**config.mk**
```make
export PLATFORM = sky130hd
export DESIGN_NAME = wb_stage_top
export DESIGN_NICKNAME = d
export VERILOG_FILES = /design/src/rtl/wb_pkg.sv /design/src/rtl/wb_commit_ctrl.sv /design/src/rtl/wb_flow_unit.sv /design/src/rtl/wb_load_unit.sv /design/src/rtl/wb_pc_tracker.sv /design/src/rtl/wb_stage_top.sv
export VERILOG_INCLUDE_DIRS = /design/src /design/src/include
export SDC_FILE = /design/constraint.sdc
export NUM_CORES = 1
export LEC_CHECK = 0
export ABC_CLOCK_PERIOD_IN_PS = 5750
export BUFFER_PORTS_ARGS = -buffer_cell sky130_fd_sc_hd__buf_2
export CAP_MARGIN = 20
export CORE_AREA = 2 2 153 155
export DETAILED_ROUTE_END_ITERATION = 7
export DIE_AREA = 0 0 155 157
export GPL_TIMING_DRIVEN = 0
export PLACE_DENSITY = 0.6
export RECOVER_POWER = 50
export SYNTH_ARGS = -nofsm -noshare
export SYNTH_HDL_FRONTEND = slang
export SYNTH_SLANG_ARGS = --single-unit
export TNS_END_PERCENT = 30
```
**constraint.sdc**
```tcl
create_clock -name g_clk -period 5.75 [get_ports g_clk]
set_input_delay 0.575 -clock g_clk [delete_from_list [all_inputs] [get_ports g_clk]]
set_output_delay 0.575 -clock g_clk [all_outputs]
set_load 0.01 [all_outputs]
```
**src/include/wb_config.svh**
```systemverilog
// --------------------------------------------------
// Widths, reset PC and the micro-op encodings shared by
// the writeback stage and its testbench
// --------------------------------------------------
`ifndef WB_CONFIG_SVH
`define WB_CONFIG_SVH

// Data path
`define WB_XLEN             32
`define WB_PC_RESET         32'h8000_0000

// Functional unit codes
`define WB_FU_ALU           2'd0    // ALU class result in s4_opr_a
`define WB_FU_LSU           2'd1    // Load or store
`define WB_FU_CFU           2'd2    // Control flow

// CFU micro-ops
`define WB_CFU_TAKEN        5'd1    // Taken branch
`define WB_CFU_JAL          5'd2    // Jump and link
`define WB_CFU_ECALL        5'd3
`define WB_CFU_EBREAK       5'd4
`define WB_CFU_MRET         5'd5

// LSU micro-op bit positions
`define WB_LSU_SIGNED       0
`define WB_LSU_LOAD         3
`define WB_LSU_STORE        4

// Access width in uop[2:1]
`define WB_LSU_BYTE         2'b01
`define WB_LSU_HALF         2'b10
`define WB_LSU_WORD         2'b11

// Trap causes
`define WB_TRAP_BREAKPT     6'd3
`define WB_TRAP_LDACCESS    6'd5
`define WB_TRAP_STACCESS    6'd7
`define WB_TRAP_ECALLM      6'd11

`endif

```
**src/rtl/wb_pkg.sv**
```systemverilog
// --------------------------------------------------
// Shared types of the writeback stage
// --------------------------------------------------

`include "wb_config.svh"

package wb_pkg;

    typedef logic [`WB_XLEN-1:0] xlen_t;    // Data or address word
    typedef logic [4:0]          reg_addr_t;
    typedef logic [1:0]          fu_t;
    typedef logic [4:0]          uop_t;
    typedef logic [1:0]          isize_t;   // Size in halfwords
    typedef logic [5:0]          cause_t;

    // Memory response tracking
    typedef enum logic {
        LSU_WAIT,   // No response taken yet
        LSU_HELD    // Response taken, stage stalled
    } lsu_state_t;

    // Control flow change tracking
    typedef enum logic {
        CF_IDLE,
        CF_DONE     // Change acked, stage still stalled
    } cf_state_t;

endpackage

```
**src/rtl/wb_commit_ctrl.sv**
```systemverilog
// --------------------------------------------------
// Stall, register write and trap reporting
// Writes blocked on any flagged trap or bus error
// --------------------------------------------------
`timescale 1ns/1ns

`include "wb_config.svh"

module wb_commit_ctrl (
    input  logic                s4_valid,
    input  wb_pkg::fu_t         s4_fu,
    input  wb_pkg::reg_addr_t   s4_rd,
    input  wb_pkg::xlen_t       s4_opr_a,
    input  logic                s4_trap,
    input  wb_pkg::uop_t        s4_uop,
    input  logic                lsu_busy,
    input  logic                lsu_wen,
    input  wb_pkg::xlen_t       lsu_wdata,
    input  logic                lsu_error,
    input  logic                cfu_busy,
    input  logic                cfu_link,
    input  wb_pkg::cause_t      cfu_trap_cause,
    input  logic                cf_req,
    input  logic                cf_ack,
    input  wb_pkg::xlen_t       next_pc,
    input  wb_pkg::xlen_t       s4_pc,
    output logic                s4_busy,
    output logic                pipe_progress,
    output logic                gpr_wen,
    output wb_pkg::reg_addr_t   gpr_rd,
    output wb_pkg::xlen_t       gpr_wdata,
    output logic                trap_cpu,
    output wb_pkg::cause_t      trap_cause,
    output wb_pkg::xlen_t       trap_pc
);

    import wb_pkg::*;

    logic       alu_wen;
    logic       cfu_trap;
    logic       wr_block;

    // --------------------------------------------------
    // Stall and progress
    assign s4_busy       = lsu_busy || cfu_busy || (cf_req && !cf_ack);
    assign pipe_progress = s4_valid && !s4_busy;

    // --------------------------------------------------
    // Register write
    assign alu_wen   = s4_valid && (s4_fu == `WB_FU_ALU);
    assign wr_block  = (s4_valid && s4_trap) || lsu_error;
    assign gpr_wen   = (alu_wen || lsu_wen || cfu_link) && !wr_block;
    assign gpr_rd    = s4_rd;
    assign gpr_wdata = lsu_wen  ? lsu_wdata :
                       cfu_link ? next_pc   :   // Link address
                                  s4_opr_a;

    // --------------------------------------------------
    // Traps
    assign cfu_trap = |cfu_trap_cause;
    assign trap_cpu = wr_block || cfu_trap;
    assign trap_pc  = s4_pc;

    assign trap_cause =
        lsu_error && s4_uop[`WB_LSU_LOAD]  ? `WB_TRAP_LDACCESS :
        lsu_error && s4_uop[`WB_LSU_STORE] ? `WB_TRAP_STACCESS :
        cfu_trap                           ? cfu_trap_cause    :
                                             s4_opr_a[5:0];     // Upstream cause

endmodule

```
**src/rtl/wb_flow_unit.sv**
```systemverilog
// --------------------------------------------------
// Control flow changes. cf_req and cf_target stay put
// until cf_ack, request dropped once acked
// --------------------------------------------------
`timescale 1ns/1ns

`include "wb_config.svh"

module wb_flow_unit (
    input  logic            g_clk,
    input  logic            g_resetn,
    input  logic            s4_valid,
    input  wb_pkg::fu_t     s4_fu,
    input  wb_pkg::uop_t    s4_uop,
    input  logic            s4_trap,
    input  wb_pkg::xlen_t   s4_opr_a,   // Branch or jump target
    input  logic            lsu_error,
    input  wb_pkg::xlen_t   csr_mepc,
    input  wb_pkg::xlen_t   csr_mtvec,
    input  logic            cf_ack,
    input  logic            pipe_progress,
    output logic            cf_req,
    output wb_pkg::xlen_t   cf_target,
    output logic            cfu_busy,
    output logic            cfu_link,
    output wb_pkg::cause_t  cfu_trap_cause,
    output logic            exec_mret,
    output logic            cf_done
);

    import wb_pkg::*;

    cf_state_t  state_q;

    logic       fu_cfu;
    logic       cfu_taken;
    logic       cfu_ecall;
    logic       cfu_ebreak;
    logic       cfu_mret;
    logic       cfu_trap;
    logic       tgt_trap;
    logic       cfu_op;
    logic       finish_now;

    // --------------------------------------------------
    // Decode
    assign fu_cfu     = s4_valid && (s4_fu == `WB_FU_CFU);
    assign cfu_link   = fu_cfu && (s4_uop == `WB_CFU_JAL);
    assign cfu_taken  = fu_cfu && (s4_uop == `WB_CFU_TAKEN) || cfu_link;
    assign cfu_ecall  = fu_cfu && (s4_uop == `WB_CFU_ECALL);
    assign cfu_ebreak = fu_cfu && (s4_uop == `WB_CFU_EBREAK);
    assign cfu_mret   = fu_cfu && (s4_uop == `WB_CFU_MRET);
    assign cfu_trap   = cfu_ecall || cfu_ebreak;
    assign cfu_op     = cfu_taken || cfu_trap || cfu_mret;

    // Any trap heads for the handler
    assign tgt_trap   = cfu_trap || (s4_valid && s4_trap) || lsu_error;

    assign cfu_trap_cause = cfu_ebreak ? `WB_TRAP_BREAKPT :
                            cfu_ecall  ? `WB_TRAP_ECALLM  :
                                         6'd0;          // Zero means no CFU trap

    // --------------------------------------------------
    // Request and target
    assign cf_done = (state_q == CF_DONE);
    assign cf_req  = (cfu_op || tgt_trap) && !cf_done;

    assign cf_target = tgt_trap ? csr_mtvec :
                       cfu_mret ? csr_mepc  :
                                  s4_opr_a;

    assign finish_now = cf_req && cf_ack;
    assign cfu_busy   = cfu_op && !(cf_done || finish_now);
    assign exec_mret  = cfu_mret && pipe_progress;      // One pulse per MRET

    // Acked change, stage held by something else
    always_ff @(posedge g_clk) begin
        if (!g_resetn) begin
            state_q <= CF_IDLE;
        end else if (pipe_progress) begin
            state_q <= CF_IDLE;
        end else if (finish_now) begin
            state_q <= CF_DONE;
        end
    end

endmodule

```
**src/rtl/wb_load_unit.sv**
```systemverilog
// --------------------------------------------------
// Load and store completion. s4_opr_a[3:0] carries the
// byte strobes and must match offset and width
// Misaligned offsets give undefined load data
// --------------------------------------------------
`timescale 1ns/1ns

`include "wb_config.svh"

module wb_load_unit (
    input  logic            g_clk,
    input  logic            g_resetn,
    input  logic            s4_valid,
    input  wb_pkg::fu_t     s4_fu,
    input  wb_pkg::uop_t    s4_uop,
    input  wb_pkg::xlen_t   s4_opr_a,   // Strobes in [3:0]
    input  wb_pkg::xlen_t   s4_opr_b,   // Access address
    input  logic            dmem_recv,
    input  logic            dmem_error,
    input  wb_pkg::xlen_t   dmem_rdata,
    input  logic            pipe_progress,
    output logic            dmem_ack,
    output logic            lsu_busy,
    output logic            lsu_wen,
    output wb_pkg::xlen_t   lsu_wdata,
    output logic            lsu_error
);

    import wb_pkg::*;

    lsu_state_t state_q;
    logic       err_q;              // Bus error seen, held until progress

    logic       fu_lsu;
    logic       rsp_take;           // Response consumed this cycle
    logic [1:0] addr;
    logic [3:0] strb;
    logic       is_byte;
    logic       is_half;
    logic       is_word;
    logic       is_signed;
    logic [7:0] rd_b0;
    logic [7:0] rd_b1;
    logic [15:0] rd_h1;

    assign fu_lsu   = s4_valid && (s4_fu == `WB_FU_LSU);
    assign dmem_ack = fu_lsu && (state_q == LSU_WAIT);
    assign rsp_take = dmem_recv && dmem_ack;

    // Stall until the response arrives
    assign lsu_busy  = fu_lsu && !(state_q == LSU_HELD || rsp_take);
    assign lsu_error = fu_lsu && (err_q || (rsp_take && dmem_error));
    assign lsu_wen   = rsp_take && !dmem_error && s4_uop[`WB_LSU_LOAD];

    // --------------------------------------------------
    // Response tracking
    always_ff @(posedge g_clk) begin
        if (!g_resetn) begin
            state_q <= LSU_WAIT;
            err_q   <= 1'b0;
        end else if (pipe_progress) begin
            state_q <= LSU_WAIT;    // Next instruction
            err_q   <= 1'b0;
        end else if (rsp_take) begin
            state_q <= LSU_HELD;    // Never take a second response
            err_q   <= dmem_error;
        end
    end

    // --------------------------------------------------
    // Load data alignment
    assign addr      = s4_opr_b[1:0];
    assign strb      = s4_opr_a[3:0];
    assign is_byte   = s4_uop[2:1] == `WB_LSU_BYTE;
    assign is_half   = s4_uop[2:1] == `WB_LSU_HALF;
    assign is_word   = s4_uop[2:1] == `WB_LSU_WORD;
    assign is_signed = s4_uop[`WB_LSU_SIGNED];

    // Low byte from the addressed lane
    assign rd_b0 =
        {8{strb[0]}}                                & dmem_rdata[ 7: 0] |
        {8{is_byte && addr == 2'b01}}               & dmem_rdata[15: 8] |
        {8{is_byte && addr == 2'b10 || is_half && addr[1]}} & dmem_rdata[23:16] |
        {8{is_byte && addr == 2'b11}}               & dmem_rdata[31:24];

    // Second byte is data for half and word, sign for a byte
    assign rd_b1 =
        {8{is_byte && is_signed}}                   & {8{rd_b0[7]}} |
        {8{is_half && !addr[1]}}                    & dmem_rdata[15: 8] |
        {8{is_half && addr[1]}}                     & dmem_rdata[31:24] |
        {8{is_word}}                                & dmem_rdata[15: 8];

    assign rd_h1 =
        {16{(is_byte || is_half) && is_signed}}     & {16{rd_b1[7]}} |
        {16{is_word}}                               & dmem_rdata[31:16];

    assign lsu_wdata = {rd_h1, rd_b1, rd_b0};

endmodule

```
**src/rtl/wb_pc_tracker.sv**
```systemverilog
// --------------------------------------------------
// Program counter and instruction trace
// One trace packet per instruction with nonzero size
// --------------------------------------------------
`timescale 1ns/1ns

`include "wb_config.svh"

module wb_pc_tracker (
    input  logic            g_clk,
    input  logic            g_resetn,
    input  logic            s4_valid,
    input  wb_pkg::isize_t  s4_size,    // Halfwords
    input  wb_pkg::xlen_t   s4_instr,
    input  logic            cf_req,
    input  logic            cf_ack,
    input  wb_pkg::xlen_t   cf_target,
    input  logic            cf_done,
    input  logic            pipe_progress,
    output wb_pkg::xlen_t   s4_pc,
    output wb_pkg::xlen_t   next_pc,
    output wb_pkg::xlen_t   trs_pc,
    output wb_pkg::xlen_t   trs_instr,
    output logic            trs_valid
);

    import wb_pkg::*;

    logic       cf_taken;

    assign cf_taken = cf_req && cf_ack;
    assign next_pc  = s4_pc + {{(`WB_XLEN-3){1'b0}}, s4_size, 1'b0};

    always_ff @(posedge g_clk) begin
        if (!g_resetn) begin
            s4_pc <= `WB_PC_RESET;
        end else if (cf_taken) begin
            s4_pc <= cf_target;     // Change wins over progress
        end else if (pipe_progress) begin
            s4_pc <= next_pc;
        end
    end

    // --------------------------------------------------
    // Trace
    assign trs_pc    = s4_pc;
    assign trs_instr = s4_instr;
    // Already traced at the ack if cf_done is set
    assign trs_valid = s4_valid && |s4_size && ((pipe_progress && !cf_done) || cf_taken);

endmodule

```
**src/rtl/wb_stage_top.sv**
```systemverilog
// --------------------------------------------------
// Writeback stage, one instruction held at a time
// Inputs held by upstream while s4_valid && s4_busy
// --------------------------------------------------
`timescale 1ns/1ns

`include "wb_config.svh"

module wb_stage_top (
    input  logic                g_clk,
    input  logic                g_resetn,

    input  logic                s4_valid,
    input  wb_pkg::reg_addr_t   s4_rd,
    input  wb_pkg::xlen_t       s4_opr_a,
    input  wb_pkg::xlen_t       s4_opr_b,
    input  wb_pkg::uop_t        s4_uop,
    input  wb_pkg::fu_t         s4_fu,
    input  logic                s4_trap,
    input  wb_pkg::isize_t      s4_size,
    input  wb_pkg::xlen_t       s4_instr,
    output logic                s4_busy,

    input  logic                dmem_recv,
    output logic                dmem_ack,
    input  logic                dmem_error,
    input  wb_pkg::xlen_t       dmem_rdata,

    output logic                gpr_wen,
    output wb_pkg::reg_addr_t   gpr_rd,
    output wb_pkg::xlen_t       gpr_wdata,

    output logic                cf_req,
    output wb_pkg::xlen_t       cf_target,
    input  logic                cf_ack,

    output logic                exec_mret,
    input  wb_pkg::xlen_t       csr_mepc,
    input  wb_pkg::xlen_t       csr_mtvec,

    output logic                trap_cpu,
    output wb_pkg::cause_t      trap_cause,
    output wb_pkg::xlen_t       trap_pc,

    output wb_pkg::xlen_t       trs_pc,
    output wb_pkg::xlen_t       trs_instr,
    output logic                trs_valid
);

    import wb_pkg::*;

    // --------------------------------------------------
    // Internal wires
    logic       pipe_progress;
    logic       lsu_busy;
    logic       lsu_wen;
    xlen_t      lsu_wdata;
    logic       lsu_error;
    logic       cfu_busy;
    logic       cfu_link;
    cause_t     cfu_trap_cause;
    logic       cf_done;
    xlen_t      s4_pc;
    xlen_t      next_pc;

    wb_commit_ctrl u_commit (
        .s4_valid       (s4_valid),
        .s4_fu          (s4_fu),
        .s4_rd          (s4_rd),
        .s4_opr_a       (s4_opr_a),
        .s4_trap        (s4_trap),
        .s4_uop         (s4_uop),
        .lsu_busy       (lsu_busy),
        .lsu_wen        (lsu_wen),
        .lsu_wdata      (lsu_wdata),
        .lsu_error      (lsu_error),
        .cfu_busy       (cfu_busy),
        .cfu_link       (cfu_link),
        .cfu_trap_cause (cfu_trap_cause),
        .cf_req         (cf_req),
        .cf_ack         (cf_ack),
        .next_pc        (next_pc),
        .s4_pc          (s4_pc),
        .s4_busy        (s4_busy),
        .pipe_progress  (pipe_progress),
        .gpr_wen        (gpr_wen),
        .gpr_rd         (gpr_rd),
        .gpr_wdata      (gpr_wdata),
        .trap_cpu       (trap_cpu),
        .trap_cause     (trap_cause),
        .trap_pc        (trap_pc)
    );

    wb_load_unit u_load (
        .g_clk          (g_clk),
        .g_resetn       (g_resetn),
        .s4_valid       (s4_valid),
        .s4_fu          (s4_fu),
        .s4_uop         (s4_uop),
        .s4_opr_a       (s4_opr_a),
        .s4_opr_b       (s4_opr_b),
        .dmem_recv      (dmem_recv),
        .dmem_error     (dmem_error),
        .dmem_rdata     (dmem_rdata),
        .pipe_progress  (pipe_progress),
        .dmem_ack       (dmem_ack),
        .lsu_busy       (lsu_busy),
        .lsu_wen        (lsu_wen),
        .lsu_wdata      (lsu_wdata),
        .lsu_error      (lsu_error)
    );

    wb_flow_unit u_flow (
        .g_clk          (g_clk),
        .g_resetn       (g_resetn),
        .s4_valid       (s4_valid),
        .s4_fu          (s4_fu),
        .s4_uop         (s4_uop),
        .s4_trap        (s4_trap),
        .s4_opr_a       (s4_opr_a),
        .lsu_error      (lsu_error),
        .csr_mepc       (csr_mepc),
        .csr_mtvec      (csr_mtvec),
        .cf_ack         (cf_ack),
        .pipe_progress  (pipe_progress),
        .cf_req         (cf_req),
        .cf_target      (cf_target),
        .cfu_busy       (cfu_busy),
        .cfu_link       (cfu_link),
        .cfu_trap_cause (cfu_trap_cause),
        .exec_mret      (exec_mret),
        .cf_done        (cf_done)
    );

    wb_pc_tracker u_pc (
        .g_clk          (g_clk),
        .g_resetn       (g_resetn),
        .s4_valid       (s4_valid),
        .s4_size        (s4_size),
        .s4_instr       (s4_instr),
        .cf_req         (cf_req),
        .cf_ack         (cf_ack),
        .cf_target      (cf_target),
        .cf_done        (cf_done),
        .pipe_progress  (pipe_progress),
        .s4_pc          (s4_pc),
        .next_pc        (next_pc),
        .trs_pc         (trs_pc),
        .trs_instr      (trs_instr),
        .trs_valid      (trs_valid)
    );

endmodule
```
==> impl_metrics.py, run 1 <==
metrics = {
    "synth": {
        "yosys.area_share.xor_xnor_pct": 4.01,
        "synth_top_flop_cell": "dfxtp_1",
        "syn_area_sq_um": 5250,
        "synth_top_cell_by_area": "dfxtp_1",
        "synthSimpleGateAreaFrac_pct": 22.5,
        "yosysSeqAreaShare_pct": 13.4,
        "synth_top_family_by_area": "compound AO/OA/AOI/OAI gates",
        "synthAdderAreaFrac_pct": 1.57,
        "netlist_instances": 711,
        "synth_area_leaders": "dfxtp_1 (13%), buf_4 (10%), mux2i_1 (6.5%)",
        "synth_compound_area_share_pct": 30.0,
        "synth_fp_nets": 930,
        "ys_seq_elements": 35,
        "synthArstFlopShare_pct": 0,
        "synth.area.mux_share_pct": 11.0,
        "synth_warnings": 0,
        "synth_cell_types": 69,
        "synth_top_area_share_pct": 13.4,
        "synth_edf_count": 0,
        "avgSynthCellArea_sq_um": 7.38,
    },
    "finish": {
        "antenna_cells": 0,
        "seqCellArea_sq_um": 701,
        "fillCellCount": 2548,
        "multiInputGateArea_sq_um": 3620,
        "area_growth_pct": 39.0,
        "postLayoutCoreUtil_pct": 32.4,
        "nNetsFinal": 1260,
        "drive_gt1_share_pct": 37.5,
    },
    "sta": {
        "slew_viol_final": 0,
        "setup_tns_ns": 0,
        "max_freq_mhz": 248,
        "whs_ns": 0.484,
        "min_period_over_period_pct": 70.0,
        "setup_slack_ns": 1.72,
        "rsz0062_at_grt": "no",
        "fin_skew_ns": 0.00644,
        "hold_viol": 0,
        "setup_viol": 0,
        "tightest_slew_ns": 0.848,
        "final.min_clock_period_ns": 4.03,
        "maxSlewHeadroom_pct": 43.5,
    },
    "routing": {
        "ant_nets": 0,
        "wl_um": 30700,
        "drc": 0,
        "avgViaCountPerCell": 5.42,
        "routed.top_layer": "met4",
        "drt-met1-wl_um": 12800,
        "drt-initial-drc-count": 685,
        "dr.pass1.iters": 5,
        "wl_met2_um": 14600,
        "vias": 7197,
        "route.met3.wl_um": 2270,
        "detail_route.wl_per_cell_um": 23.1,
    },
    "floorplan": {
        "die_area_sq_um": 24300,
        "die_x_um": 155,
        "std_cell_rows": 55,
        "io_pins": 391,
        "core-area_sq_um": 22500,
        "start_util_pct": 23.3,
        "die_h_um": 157,
    },
    "setup_path": {
        "start_kind": "flip-flop",
        "crit_type": "flip-flop to output pin",
        "rrSetupSlack_ns": 2.71,
        "required_ns": 5.18,
        "end_kind": "output pin",
        "crit_fanout": 6,
        "cp_data_arrival_time_ns": 3.45,
    },
    "clocking": {
        "clk_pin_slew_ns": 0.06,
        "cts-buffers-inserted": 5,
        "clockBufferDepth": 2,
        "ctsResizeCount": 0,
        "root_buffer": "clkbuf_16",
        "clk_latency_ns": 0.29,
        "postCtsHoldBufs": 0,
        "clock-sinks": 35,
        "cts_tree": "done",
        "post_cts_buffers": 0,
        "htreeDepth": 2,
    },
    "run": {
        "drv_cap": 0,
    },
    "pwr": {
        "power_density_nw_per_um2": 152,
        "switching_share_pct": 39.5,
        "seqPwrFrac_pct": 26.5,
        "leakage_nw": 3.54,
        "max-vdd-ir-drop_v": 0.000110,
        "pwr-share-clk_pct": 29.9,
        "power_frac_comb_pct": 43.6,
        "switchingPower_mw": 0.437,
        "p_int_mw": 0.668,
    },
    "global_route": {
        "grt_pass1_vias": 6593,
        "track_usage_pct": 23.5,
        "antenna_found_initial": 0,
        "grt_max_degree": 13,
        "grt_pass1_wl_um": 42700,
        "grt_overflow": 0,
    },
    "placed_design": {
        "place_hpwl_um": 25800,
        "port_buffers": 323,
        "gp_routability_congestion": 0.924,
        "dp_slack_ns": 1.83,
    },
    "worst_hold_path": {
        "hp-class": "flip-flop to flip-flop",
    },
    "status": {
        "status": "finished, final reports clean",
    },
}
## routing by layer
| layer | up-vias | GRT usage (%) |
|---|---|---|
| met5 | - | 0 |
| met4 | 0 | 8.64 |
| met3 | 56 | 3.36 |
| met2 | 425 | 40.5 |
| met1 | 3425 | 29.8 |
| li1 | 3291 | - |
## layout make-up
| cell class | instances | share of cell area, % |
|---|---|---|
| Multi-Input combinational cell | 509 | 49.7 |
| Inverter | 42 | 2.16 |
| Sequential cell | 35 | 9.61 |
| Tap cell | 285 | 4.89 |
| Buffer | 125 | 10.4 |
| Clock buffer | 5 | 1.72 |
| Timing Repair Buffer | 323 | 20.9 |
| Clock inverter | 3 | 0.600 |
## cell families after synthesis
logic type               count (synthesis)
AND/OR/NAND/NOR                        216
AO/OA/AOI/OAI                          208
buffers and inverters                  167
multiplexers                            55
flip-flops                              35
XOR/XNOR                                24
adder cells (fa/ha/maj)                  6
## flip-flops by register name, indices dropped and copies added (netlist names)
name,flops
u_pc.s4_pc,32
u_load.state_q,1
u_load.err_q,1
u_flow.cf_done,1
## stage by stage
step / cell area, sq um / total power [mW] / cells
2_1_floorplan: 5250 / 0.541 / 711
3_3_place_gp: 7220 / 0.781 / 1319
3_5_place_dp: 7220 / 0.782 / 1319
4_1_cts: 7390 / 1.11 / 1327
5_1_grt: 7290 / 1.15 / 1327
6_report: 7290 / 1.11 / 1327
## Yosys cell counts (3+ instances only)
library cell / count
o311a_1: 5
o211a_1: 10
clkbuf_1: 31
and3_1: 11
inv_1: 42
nor2_1: 26
nand2b_1: 4
xnor2_1: 17
o211ai_1: 7
o21ai_0: 34
a21o_1: 3
nor3_1: 19
a21oi_1: 14
a222oi_1: 7
o31ai_1: 12
buf_4: 70
nand4_1: 11
a32oi_1: 7
a31oi_1: 21
a211oi_1: 6
mux2_2: 21
ha_1: 5
o21ai_1: 6
mux2i_1: 34
and2_1: 4
xor2_1: 7
o31a_1: 8
a31o_2: 3
nand2_1: 72
o41ai_1: 5
nor2b_1: 4
a22oi_1: 5
o221a_1: 4
a221oi_1: 27
dfxtp_1: 35
nor4_1: 13
and4_1: 8
buf_2: 23
or3_1: 6
o21a_1: 3
and4b_1: 7
nand3_1: 12
a311oi_1: 6
## placed cells by master (no fill, tap or decap), types with 6 or more instances in the layout
master / n
a222oi_1: 7
and3_1: 11
and4_1: 8
clkbuf_4: 31
o21ai_1: 6
a31oi_1: 21
clkbuf_1: 103
inv_1: 42
buf_4: 39
a311oi_1: 6
nor3_1: 19
o211ai_1: 8
nand3_1: 12
or3_1: 6
nor2_1: 26
mux2i_1: 34
a32oi_1: 7
nor4_1: 13
o211a_1: 10
nand2_1: 72
xnor2_1: 17
o21ai_0: 34
a221oi_1: 27
a211oi_1: 6
xor2_1: 7
dfxtp_1: 35
and4b_1: 7
o31a_1: 8
a21oi_1: 14
buf_2: 274
nand4_1: 11
o31ai_1: 12
mux2_2: 21
## path summary, 6_finish.rpt
check / cells after the start / to / start
worst max-delay path: 9 / gpr_wdata[23] / u_pc.s4_pc[1]
worst min-delay path: 2 / u_load.err_q / u_load.err_q
worst max register to register: 8 / u_pc.s4_pc[23] / u_pc.s4_pc[1]
worst min register to register: 2 / u_load.err_q / u_load.err_q
## worst max-delay path, stage by stage, from the launching register on
cell and delay (ns):
dfxtp_1 0.40, ha_1 0.20, inv_1 0.06, fa_1 0.52, and4b_1 0.39, nand4_1 0.29, or3_1 0.48, xnor2_1 0.19
a221oi_1 0.43, buf_2 0.21
## power groups by stage
stage	sequential, mW	combinational, mW	clock [mW]
final	0.293	0.482	0.330
after global routing	0.296	0.515	0.341
after CTS	0.292	0.487	0.327
after detailed placement	0.298	0.485	0
after global placement	0.297	0.484	0
after floorplan	0.291	0.250	0
(Power assumes the default switching activity.)
==> run 2, diff against run 1 <==
ABC_CLOCK_PERIOD_IN_PS = 3910   (was 5750)
CORE_AREA = 2 2 154 156   (was 2 2 153 155)
DIE_AREA = 0 0 156 158   (was 0 0 155 157)
clock period = 3.91 ns   (was 5.75 ns; I/O delays follow)
==> run 2 against run 1 <==
  * Clock power grew 45%
  * Register-to-register slack got worse by 1.8 ns
  * Global-route usage shrank 0.063 points
  * Non-clock buffer count did not move
  * Cell count is 0.45% higher
  * Critical path depth is the same
  * Sequential share of layout area about the same
  * Highest routed layer unchanged
  * Via count down 1.7%
  * Sequential power rose by 47%
==> impl_metrics.py, run 2 (same netlist as run 1, synthesis figures left out) <==
metrics = {
    "setup_path": {
        "crit_type": "flip-flop to output pin",
        "cp_data_arrival_time_ns": 3.34,
        "slowest_delay_ns": 0.52,
        "ff2ff_path_depth": 8,
        "required_ns": 3.52,
        "startpoint": "u_pc.s4_pc[1]",
        "worstPathCellList": "ha_1 > inv_1 > fa_1 > and4b_2 > nand2_1 > or4_4 > xor2_1 > a221oi_1 > buf_2",
        "crit_fanout": 8,
        "start_kind": "flip-flop",
        "end_kind": "output pin",
        "worstReg2RegStart": "u_pc.s4_pc[1]",
        "slowest_stage": "fa_1",
    },
    "sta": {
        "tightest_slew_ns": 0.946,
        "max_freq_mhz": 268,
        "rsz0062_at_grt": "no",
        "setup_tns_ns": 0,
        "hold_viol": 0,
        "fin_skew_ns": 0.00645,
        "slew_viol_final": 0,
        "final.min_clock_period_ns": 3.73,
        "min_period_over_period_pct": 95.4,
        "maxSlewHeadroom_pct": 36.4,
        "setup_viol": 0,
        "whs_ns": 0.393,
    },
    "floorplan": {
        "die_area_sq_um": 24600,
        "core-area_sq_um": 23100,
        "std_cell_rows": 56,
        "io_pins": 391,
        "die_x_um": 156,
        "start_util_pct": 22.8,
        "die_h_um": 158,
    },
    "placed_design": {
        "postPlaceCellArea_sq_um": 7230,
        "place_hpwl_um": 25800,
        "port_buffers": 323,
        "gp_routability_congestion": 0.919,
    },
    "pwr": {
        "switching_share_pct": 39.2,
        "p_int_mw": 0.983,
        "switchingPower_mw": 0.635,
        "max-vdd-ir-drop_v": 0.000139,
        "pwr-share-clk_pct": 29.6,
        "seqPwrFrac_pct": 26.7,
        "leakage_nw": 3.55,
        "power_density_nw_per_um2": 221,
        "power_frac_comb_pct": 43.8,
    },
    "clocking": {
        "cts_tree": "done",
        "root_buffer": "clkbuf_16",
        "htreeDepth": 2,
        "cts-buffers-inserted": 5,
        "clk_pin_slew_ns": 0.06,
        "clockBufferDepth": 2,
        "postCtsHoldBufs": 0,
        "clk_latency_ns": 0.29,
        "clock-sinks": 35,
    },
    "worst_hold_path": {
        "hp-class": "input pin to flip-flop",
        "hold-path-cell-count": 3,
        "hp-start": "dmem_error",
    },
    "finish": {
        "multiInputGateArea_sq_um": 3640,
        "area_growth_pct": 39.5,
        "largest_register_ffs": 32,
        "nNetsFinal": 1260,
        "postLayoutCellArea_sq_um": 7320,
        "regMostFlops": "u_pc.s4_pc",
        "layout_commonest_cell": "buf_2",
        "layout_common_cells": "buf_2 (274), clkbuf_1 (103), nand2_1 (72)",
        "drive_gt1_share_pct": 37.9,
        "postLayoutCoreUtil_pct": 31.8,
        "seqCellArea_sq_um": 701,
        "fillCellCount": 2581,
    },
    "routing": {
        "detail_route.wl_per_cell_um": 23.0,
        "avgViaCountPerCell": 5.31,
        "vias": 7075,
        "drc": 0,
        "drt-initial-drc-count": 816,
        "dr.pass1.iters": 7,
        "ant_nets": 0,
        "wl_um": 30600,
    },
    "global_route": {
        "grt_pass1_wl_um": 42500,
        "grt_pass1_vias": 6478,
        "grt_overflow": 0,
        "antenna_found_initial": 1,
        "grt_max_degree": 13,
        "track_usage_pct": 23.4,
    },
    "run": {
        "drv_cap": 0,
    },
    "status": {
        "status": "finished, final reports clean",
    },
}
## run 2: cell types whose count changed in the layout (fill, tap and decap cells not counted), sizes merged
cell | before | now
diode | 0 | 1
## run 2: stage by stage
stage	instances	setup slack, ns	total power [mW]
6_report	1333	0.182	1.62
5_1_grt	1333	0.0155	1.69
4_1_cts	1332	0.0832	1.63
3_5_place_dp	1324	0.338	1.15
3_3_place_gp	1324	0.325	1.15
2_1_floorplan	711	0.957	0.796
## run 2: critical path: cells and delay by family, from the launching register on
| kind | cells | cell delay (ns) |
|---|---|---|
| XOR/XNOR | 1 | 0.16 |
| AND/OR/NAND/NOR | 3 | 1.12 |
| flip-flops | 1 | 0.38 |
| buffers and inverters | 2 | 0.27 |
| adder cells (fa/ha/maj) | 2 | 0.71 |
| AO/OA/AOI/OAI | 1 | 0.40 |
## run 2: path summary, 6_finish.rpt
kind                                  endpoint  slack, ns
worst min register to register  u_load.state_q       0.47
worst min-delay path              u_load.err_q       0.39
worst max register to register  u_pc.s4_pc[23]       0.89
worst max-delay path             gpr_wdata[27]       0.18
## run 2: final cells by class
class                           instances  area share [%]
Antenna cell                            1          0.0342
Buffer                                125            10.4
Clock buffer                            5            1.71
Clock inverter                          3           0.598
Inverter                               42            2.15
Multi-Input combinational cell        509            49.7
Sequential cell                        35            9.57
Tap cell                              290            4.96
Timing Repair Buffer                  323            20.9
## run 2: power groups by stage
stage / Clock [mW] / Sequential, mW / Combinational (mW)
after floorplan: 0 / 0.428 / 0.368
after global placement: 0 / 0.437 / 0.713
after detailed placement: 0 / 0.438 / 0.715
after CTS: 0.483 / 0.430 / 0.718
after global routing: 0.498 / 0.436 / 0.761
final: 0.478 / 0.432 / 0.708
## run 2: what timing repair did
| item | in CTS | in global routing |
|---|---|---|
| gates resized for setup | 0 | 3 |
| buffers inserted | 0 | 0 |
| setup endpoints to repair | 0 | 4 |
## run 2: layer usage
layer | up-vias | part of all wire (%) | global-route usage (%)
met5 | - | 0 | 0
met4 | 0 | 2.1 | 6.33
met3 | 51 | 7.6 | 3.39
met2 | 394 | 48 | 41.2
met1 | 3332 | 42 | 29.9
li1 | 3298 | - | -
